--- src/hdl/ternary_pkg.sv ---
// Trit coding, word sizes, opcodes and vector types; imported by every ALU block
package ternary_pkg;

    // Word geometry
    localparam int WORD_TRITS = 8;
    localparam int TRIT_BITS  = 2;
    localparam int WORD_BITS  = WORD_TRITS * TRIT_BITS;
    localparam int SHIFT_BITS = 3;  // Counts 0 to WORD_TRITS-1

    // One coded trit
    typedef logic [TRIT_BITS-1:0] trit_t;

    // One coded word, trit 0 in the low bits
    typedef logic [WORD_BITS-1:0] word_t;

    // Three coded trits of opcode
    typedef logic [3*TRIT_BITS-1:0] opcode_t;

    // Shift count in trits
    typedef logic [SHIFT_BITS-1:0] shift_t;

    // Balanced-ternary codes, pattern 10 unused and read as zero
    localparam trit_t TRIT_NEG  = 2'b11;
    localparam trit_t TRIT_ZERO = 2'b00;
    localparam trit_t TRIT_POS  = 2'b01;

    // Logic operations
    localparam opcode_t OP_NOT  = 6'b000011;  // 2
    localparam opcode_t OP_AND  = 6'b000101;  // 4
    localparam opcode_t OP_OR   = 6'b000111;  // 5
    localparam opcode_t OP_XOR  = 6'b001100;  // 6

    // Arithmetic
    localparam opcode_t OP_ADD  = 6'b001101;  // 7
    localparam opcode_t OP_SUB  = 6'b001111;  // 8

    // Equality test, result in trit 0
    localparam opcode_t OP_COMP = 6'b010011;  // 11

    // Immediate forms, same datapath as AND and ADD
    localparam opcode_t OP_ANDI = 6'b010100;  // 12
    localparam opcode_t OP_ADDI = 6'b010101;  // 13

    // Shifts by the unweighted trit sum of operand B
    localparam opcode_t OP_SRI  = 6'b010111;  // 14
    localparam opcode_t OP_SLI  = 6'b011100;  // 15

endpackage

--- src/hdl/operand_stage.sv ---
// First ALU pipeline register; cleans up operand trits and derives the shift count
`timescale 1ns/10ps

module operand_stage (
    input  logic                 clock,
    input  logic                 rst_n,
    input  logic                 in_valid,
    input  ternary_pkg::opcode_t opcode,
    input  ternary_pkg::word_t   operand_a,
    input  ternary_pkg::word_t   operand_b,
    output logic                 stage_valid,
    output ternary_pkg::opcode_t stage_opcode,
    output ternary_pkg::word_t   stage_a,
    output ternary_pkg::word_t   stage_b,
    output ternary_pkg::shift_t  shift_amount
);
    import ternary_pkg::*;

    word_t  norm_a;
    word_t  norm_b;
    shift_t shift_next;

    // Map the unused pattern 10 onto zero, trit by trit
    function automatic word_t normalize(input word_t raw);
        word_t clean;
        clean = raw;
        for (int i = 0; i < WORD_TRITS; i++) begin
            if (raw[i*TRIT_BITS +: TRIT_BITS] == 2'b10) begin
                clean[i*TRIT_BITS +: TRIT_BITS] = TRIT_ZERO;
            end
        end
        return clean;
    endfunction

    // Plain sum of trit values, no positional weight
    function automatic shift_t trit_sum_count(input word_t w);
        int total;
        total = 0;
        for (int i = 0; i < WORD_TRITS; i++) begin
            if (w[i*TRIT_BITS +: TRIT_BITS] == TRIT_POS) begin
                total = total + 1;
            end else if (w[i*TRIT_BITS +: TRIT_BITS] == TRIT_NEG) begin
                total = total - 1;
            end
        end
        // Negative sums shift by nothing
        if (total < 0) begin
            total = 0;
        end
        if (total > WORD_TRITS - 1) begin
            total = WORD_TRITS - 1;  // Sum of +8 saturates
        end
        return shift_t'(total);
    endfunction

    assign norm_a     = normalize(operand_a);
    assign norm_b     = normalize(operand_b);
    assign shift_next = trit_sum_count(norm_b);

    // Valid flag follows the input strobe every cycle
    always_ff @(posedge clock or negedge rst_n) begin
        if (!rst_n) begin
            stage_valid <= 1'b0;
        end else begin
            stage_valid <= in_valid;
        end
    end

    // Payload captured on a strobe only
    always_ff @(posedge clock) begin
        if (in_valid) begin
            stage_opcode <= opcode;
            stage_a      <= norm_a;
            stage_b      <= norm_b;
            shift_amount <= shift_next;
        end
    end

endmodule

--- src/hdl/trit_slice.sv ---
// One trit position of the ALU datapath; logic functions plus add and subtract carry stages
`timescale 1ns/10ps

module trit_slice (
    input  ternary_pkg::trit_t a_trit,
    input  ternary_pkg::trit_t b_trit,
    input  ternary_pkg::trit_t add_carry_in,
    input  ternary_pkg::trit_t sub_carry_in,
    output ternary_pkg::trit_t not_trit,
    output ternary_pkg::trit_t and_trit,
    output ternary_pkg::trit_t or_trit,
    output ternary_pkg::trit_t xor_trit,
    output ternary_pkg::trit_t sum_trit,
    output ternary_pkg::trit_t diff_trit,
    output ternary_pkg::trit_t add_carry_out,
    output ternary_pkg::trit_t sub_carry_out,
    output logic               trits_equal
);
    import ternary_pkg::*;

    logic signed [2:0]         a_val;
    logic signed [2:0]         b_val;
    trit_t                     neg_b;
    logic [2*TRIT_BITS-1:0]    add_step;  // {carry, sum}
    logic [2*TRIT_BITS-1:0]    sub_step;

    // Decode to -1, 0 or +1
    function automatic logic signed [2:0] trit_value(input trit_t t);
        case (t)
            TRIT_POS: return 3'sd1;
            TRIT_NEG: return -3'sd1;
            default:  return 3'sd0;  // 00 and 10
        endcase
    endfunction

    // Encode a value already known to be in -1..+1
    function automatic trit_t value_trit(input logic signed [2:0] v);
        if (v > 3'sd0) begin
            return TRIT_POS;
        end else if (v < 3'sd0) begin
            return TRIT_NEG;
        end
        return TRIT_ZERO;
    endfunction

    // Balanced full adder over three trits, total in -3..+3
    function automatic logic [2*TRIT_BITS-1:0] full_add(input trit_t x, input trit_t y,
                                                        input trit_t c);
        logic signed [2:0] total;
        total = trit_value(x) + trit_value(y) + trit_value(c);
        if (total > 3'sd1) begin
            return {TRIT_POS, value_trit(total - 3'sd3)};
        end else if (total < -3'sd1) begin
            return {TRIT_NEG, value_trit(total + 3'sd3)};
        end
        return {TRIT_ZERO, value_trit(total)};
    endfunction

    assign a_val = trit_value(a_trit);
    assign b_val = trit_value(b_trit);
    assign neg_b = value_trit(-b_val);

    assign not_trit    = value_trit(-a_val);
    assign and_trit    = value_trit((a_val < b_val) ? a_val : b_val);  // Minimum
    assign or_trit     = value_trit((a_val > b_val) ? a_val : b_val);  // Maximum
    assign trits_equal = (a_val == b_val);

    // Zero passes the other trit; equal nonzero gives -1; opposite gives 0
    always_comb begin
        if (a_val == 3'sd0) begin
            xor_trit = value_trit(b_val);
        end else if (b_val == 3'sd0) begin
            xor_trit = value_trit(a_val);
        end else if (a_val == b_val) begin
            xor_trit = TRIT_NEG;
        end else begin
            xor_trit = TRIT_ZERO;
        end
    end

    assign add_step = full_add(a_trit, b_trit, add_carry_in);
    assign sub_step = full_add(a_trit, neg_b, sub_carry_in);  // A plus negated B

    assign sum_trit      = add_step[TRIT_BITS-1:0];
    assign add_carry_out = add_step[2*TRIT_BITS-1:TRIT_BITS];
    assign diff_trit     = sub_step[TRIT_BITS-1:0];
    assign sub_carry_out = sub_step[2*TRIT_BITS-1:TRIT_BITS];

endmodule

--- src/hdl/result_stage.sv ---
// Second ALU pipeline register; shifts, equality, opcode select and the output strobe
`timescale 1ns/10ps

module result_stage (
    input  logic                          clock,
    input  logic                          rst_n,
    input  logic                          stage_valid,
    input  ternary_pkg::opcode_t          stage_opcode,
    input  ternary_pkg::word_t            stage_a,
    input  ternary_pkg::shift_t           shift_amount,
    input  ternary_pkg::word_t            not_word,
    input  ternary_pkg::word_t            and_word,
    input  ternary_pkg::word_t            or_word,
    input  ternary_pkg::word_t            xor_word,
    input  ternary_pkg::word_t            sum_word,
    input  ternary_pkg::word_t            diff_word,
    input  logic [ternary_pkg::WORD_TRITS-1:0] equal_bits,
    output logic                          out_valid,
    output ternary_pkg::word_t            result
);
    import ternary_pkg::*;

    word_t shift_right;
    word_t shift_left;
    word_t comp_word;
    word_t result_next;
    logic  words_equal;

    // Zero code is 00, so a logical shift fills with zero trits
    assign shift_right = stage_a >> (TRIT_BITS * shift_amount);  // Toward trit 0
    assign shift_left  = stage_a << (TRIT_BITS * shift_amount);

    // All trit pairs match
    assign words_equal = &equal_bits;

    // +1 in trit 0 on a match, zero elsewhere
    assign comp_word = words_equal ? word_t'(TRIT_POS) : word_t'(TRIT_ZERO);

    always_comb begin
        case (stage_opcode)
            OP_NOT: begin
                result_next = not_word;
            end
            OP_AND, OP_ANDI: begin
                result_next = and_word;
            end
            OP_OR: begin
                result_next = or_word;
            end
            OP_XOR: begin
                result_next = xor_word;
            end
            OP_ADD, OP_ADDI: begin
                result_next = sum_word;  // Wraps modulo 3^8
            end
            OP_SUB: begin
                result_next = diff_word;
            end
            OP_COMP: begin
                result_next = comp_word;
            end
            OP_SRI: begin
                result_next = shift_right;
            end
            OP_SLI: begin
                result_next = shift_left;
            end
            default: begin
                // Unknown and processor-only opcodes return A
                result_next = stage_a;
            end
        endcase
    end

    // Result holds between strobes
    always_ff @(posedge clock or negedge rst_n) begin
        if (!rst_n) begin
            out_valid <= 1'b0;
            result    <= '0;
        end else begin
            out_valid <= stage_valid;
            if (stage_valid) begin
                result <= result_next;
            end
        end
    end

endmodule

--- src/hdl/ternary_alu.sv ---
// Top of the two-cycle balanced-ternary ALU; operand stage, trit slices and result stage
`timescale 1ns/10ps

module ternary_alu (
    input  logic                 clock,
    input  logic                 rst_n,
    input  logic                 in_valid,
    input  ternary_pkg::opcode_t opcode,
    input  ternary_pkg::word_t   operand_a,
    input  ternary_pkg::word_t   operand_b,
    output logic                 out_valid,
    output ternary_pkg::word_t   result
);
    import ternary_pkg::*;

    logic    stage_valid;
    opcode_t stage_opcode;
    word_t   stage_a;
    word_t   stage_b;
    shift_t  shift_amount;

    word_t   not_word;
    word_t   and_word;
    word_t   or_word;
    word_t   xor_word;
    word_t   sum_word;
    word_t   diff_word;
    logic [WORD_TRITS-1:0] equal_bits;

    // Ripple chains, entry i feeds slice i; the top carry is dropped
    trit_t   add_carry [0:WORD_TRITS];
    trit_t   sub_carry [0:WORD_TRITS];

    assign add_carry[0] = TRIT_ZERO;
    assign sub_carry[0] = TRIT_ZERO;

    operand_stage operand_stage_i (
        .clock        (clock),
        .rst_n        (rst_n),
        .in_valid     (in_valid),
        .opcode       (opcode),
        .operand_a    (operand_a),
        .operand_b    (operand_b),
        .stage_valid  (stage_valid),
        .stage_opcode (stage_opcode),
        .stage_a      (stage_a),
        .stage_b      (stage_b),
        .shift_amount (shift_amount)
    );

    for (genvar i = 0; i < WORD_TRITS; i++) begin : g_slice
        trit_slice trit_slice_i (
            .a_trit        (stage_a[i*TRIT_BITS +: TRIT_BITS]),
            .b_trit        (stage_b[i*TRIT_BITS +: TRIT_BITS]),
            .add_carry_in  (add_carry[i]),
            .sub_carry_in  (sub_carry[i]),
            .not_trit      (not_word[i*TRIT_BITS +: TRIT_BITS]),
            .and_trit      (and_word[i*TRIT_BITS +: TRIT_BITS]),
            .or_trit       (or_word[i*TRIT_BITS +: TRIT_BITS]),
            .xor_trit      (xor_word[i*TRIT_BITS +: TRIT_BITS]),
            .sum_trit      (sum_word[i*TRIT_BITS +: TRIT_BITS]),
            .diff_trit     (diff_word[i*TRIT_BITS +: TRIT_BITS]),
            .add_carry_out (add_carry[i+1]),
            .sub_carry_out (sub_carry[i+1]),
            .trits_equal   (equal_bits[i])
        );
    end

    result_stage result_stage_i (
        .clock        (clock),
        .rst_n        (rst_n),
        .stage_valid  (stage_valid),
        .stage_opcode (stage_opcode),
        .stage_a      (stage_a),
        .shift_amount (shift_amount),
        .not_word     (not_word),
        .and_word     (and_word),
        .or_word      (or_word),
        .xor_word     (xor_word),
        .sum_word     (sum_word),
        .diff_word    (diff_word),
        .equal_bits   (equal_bits),
        .out_valid    (out_valid),
        .result       (result)
    );

endmodule

--- config.mk ---
export PLATFORM = sky130hd
export DESIGN_NAME = ternary_alu
export DESIGN_NICKNAME = d
export VERILOG_FILES = /design/src/hdl/ternary_pkg.sv /design/src/hdl/operand_stage.sv /design/src/hdl/trit_slice.sv /design/src/hdl/result_stage.sv /design/src/hdl/ternary_alu.sv
export SDC_FILE = /design/constraint.sdc
export NUM_CORES = 1
export LEC_CHECK = 0
export ABC_AREA = 1
export BUFFER_PORTS_ARGS = -buffer_cell sky130_fd_sc_hd__buf_2
export CORE_AREA = 2 2 126 128
export DETAILED_ROUTE_END_ITERATION = 7
export DIE_AREA = 0 0 128 130
export GPL_TIMING_DRIVEN = 0
export PLACE_DENSITY = 0.8
export SYNTH_ARGS = -nofsm -noshare
export SYNTH_HDL_FRONTEND = slang
export SYNTH_SLANG_ARGS = --single-unit
--- constraint.sdc ---
create_clock -name clock -period 13.63 [get_ports clock]
set_input_delay 0 -clock clock [delete_from_list [all_inputs] [get_ports clock]]
set_output_delay 0 -clock clock [all_outputs]
set_load 0.05 [all_outputs]
==> impl_metrics.toml <==
[clocking]
cts_buffer_depth = 2
htree_levels = 3
cts_root_buf = "clkbuf_16"
cts_tree = "yes"
cts_resized = 0
clock_latency_ns = 0.35
cts_buffers = 9
cts.clk_slew.worst_paths_ns = 0.06
ctsHoldBuffers = 38
cts_setup_buffers = 0
clock_sinks = 59

[logic_synthesis]
syn_area_per_cell_um2 = 6.44
synth_edf_count = 41
ys_warn_count = 0
yosysUniqueCellTypes = 54
async_flop_share = 0.305
synth_area_um2 = 9650
ys.flop_type = "edfxtp_1"
synth_fp_nets = 1658
ys_seq_elements = 59
seq_area_frac_synth = 0.174
syn_inst = 1499

[detailed_routing]
drc = 0
drtIter0Drc = 928
ant_nets = 0
vias_per_cell = 5.75
vias = 10400
routedWlPerCell_um = 16.1
drtPass1Iterations = 6
drt-total-wl_um = 29000

[die]
rows = 46
io_pins = 58
fp.dieH_um = 130
initial_core_util = 0.626
core_area_um2 = 15400
fp.dieW_um = 128
die_area_um2 = 16600

[sta]
worstMarginPinSlew_ns = 1.47
fin_setup_tns_ns = 0
setup_viol_count_final = 0
fin_skew_ns = 0.0141
slew_headroom = 0.0102
layout_min_cycle_time_ns = 12.14
max_freq_mhz = 82.4
timing.final.hold_violations = 0
rsz0062_at_grt = "false"
slew_violations = 0
period_share = 0.891

[outcome]
violations = "max-capacitance violations"
status = "finished, violations left"

[global_routing]
overflow = 0
grt_max_degree = 43
grt_antenna_before_repair = 0
grt_pass1_vias = 9579
grt_pass1_wl_um = 46400
grt_usage = 0.353

[critical_path]
critical_path_required_ns = 13.86
cp_max_fo = 6
worst_setup_path_start_kind = "flop"
critPathArrivalTime_ns = 12.37
cpMostUsedCell = "inv_1"
cpPeakStageDelay_ns = 0.49
path_class = "reg2reg"
setup.worst_path.end_class = "flop"
slowest_stage = "edfxtp_1"

[layout]
antenna_cells = 0
final_nets = 1764
drive_gt1_frac = 0.0988
areaGrowthSynthToFinish_pct = 12.8

[worst_hold_path]
min_path_type = "in2reg"

[place]
place_congestion = 1.05
io_buffers = 57
dp_hpwl_um = 22600

[job]
drv_cap = 1
path summary, 6_finish.rpt:
kind                                                     startpoint                                    end  slack [ns]  cells after the start
setup / recovery           operand_stage_i.stage_a[0]$_SDFFCE_PN0P_  result_stage_i.result[14]$_DFFE_PN0P_        1.49                     65
hold / removal                                         operand_b[7]   operand_stage_i.stage_b[7]$_DFFE_PP_        0.02                      3
setup reg to reg           operand_stage_i.stage_a[0]$_SDFFCE_PN0P_  result_stage_i.result[14]$_DFFE_PN0P_        1.49                     65
hold reg to reg               operand_stage_i.stage_valid$_DFF_PN0_     result_stage_i.out_valid$_DFF_PN0_        0.40                      0
max in group asynchronous                                     rst_n   result_stage_i.result[2]$_DFFE_PN0P_       13.09                      2
min in group asynchronous                                     rst_n   result_stage_i.result[4]$_DFFE_PN0P_        0.17                      2
critical path: cells and delay by family, from the launching register on:
kind | cells | cell delay (ns)
XOR/XNOR | 7 | 2.24
adder cells (fa/ha/maj) | 17 | 4.79
buffers and inverters | 22 | 1.70
AO/OA/AOI/OAI | 2 | 0.27
AND/OR/NAND/NOR | 17 | 2.53
flip-flops | 1 | 0.49
flip-flops by register name, summed over array words and instances (netlist names):
name,count
operand_stage_i.stage_a,16
operand_stage_i.stage_valid,1
operand_stage_i.stage_b,16
operand_stage_i.stage_opcode,6
result_stage_i.out_valid,1
result_stage_i.result,16
operand_stage_i.shift_amount,3
per-layer routing:
metal	up-vias	GRT usage	wire length, µm
met5	-	0	0
met3	87	0.0521	2290
li1	5113	-	-
met4	0	0.158	1150
met2	452	0.609	13800
met1	4700	0.443	11800
synth_stat cells, drive strengths merged, types with 4 or more instances:
cell	instances	area share
a31oi	10	0.0065
o2111ai	9	0.0082
inv	270	0.11
o21ai	125	0.067
a211oi	8	0.0062
xor2	20	0.018
nor2	141	0.056
clkinv	4	0.0016
ha	86	0.11
o211ai	13	0.010
clkbuf	52	0.020
a21oi	68	0.037
a221oi	6	0.0054
nand4	17	0.011
fa	32	0.066
xnor2	14	0.013
nor3	28	0.015
dfrtp	18	0.047
nand2	355	0.15
or2	14	0.0091
nand3	113	0.064
nor4	7	0.0045
edfxtp	41	0.13
a22oi	4	0.0031
o22ai	11	0.0071
o311ai	8	0.0073
stage by stage:
step / cell area (µm²) / utilization / std cells / setup WS, ns / hold WS, ns
5_1_grt: 10900 / 0.706 / 1801 / 0.390 / 0.0516
4_1_cts: 10900 / 0.706 / 1801 / 1.66 / 0.0139
3_5_place_dp: 10200 / 0.660 / 1748 / 1.70 / -0.00376
3_3_place_gp: 10200 / 0.660 / 1748 / 2.06 / -0.00861
6_report: 10900 / 0.706 / 1801 / 1.49 / 0.0162
2_1_floorplan: 9650 / - / 1499 / 3.07 / -0.296
placed cells by master (no fill, tap or decap), drive strengths merged, types with 11 or more instances in the layout:
cell type and instances:
ha 86, edfxtp 41, o21ai 125, fa 32, nor2 141, or2 14, inv 270, buf 59
o22ai 11, nand2 355, nand3 113, dfrtp 18, nor3 28, nand4 17, dlygate4sd3 38, xor2 20
o211ai 13, xnor2 14, a21oi 68, clkbuf 61
logic make-up (layout without fill, tap and decap cells):
kind of cell,after synthesis,after routing,synth area share
AOI/OAI and AO/OA,281,281,0.175
xor gates and xnor gates,34,34,0.0309
adders and majority gates,118,118,0.178
buffers and inverters,328,438,0.128
DFF,59,59,0.174
and+or+nand+nor,679,679,0.314
layout make-up:
type                       instances  area (µm²)
multi-input combinational       1112        6740
fill                            1350        4540
sequential                        59        1680
inverter                         274        1030
timing repair buffer              95         666
tap                              192         240
clock buffer                       9         225
buffer                            54         204
clock inverter                     6         105
Power is not shown: default switching activity piles up to over one toggle a cycle in this logic, so the estimate is an artifact.
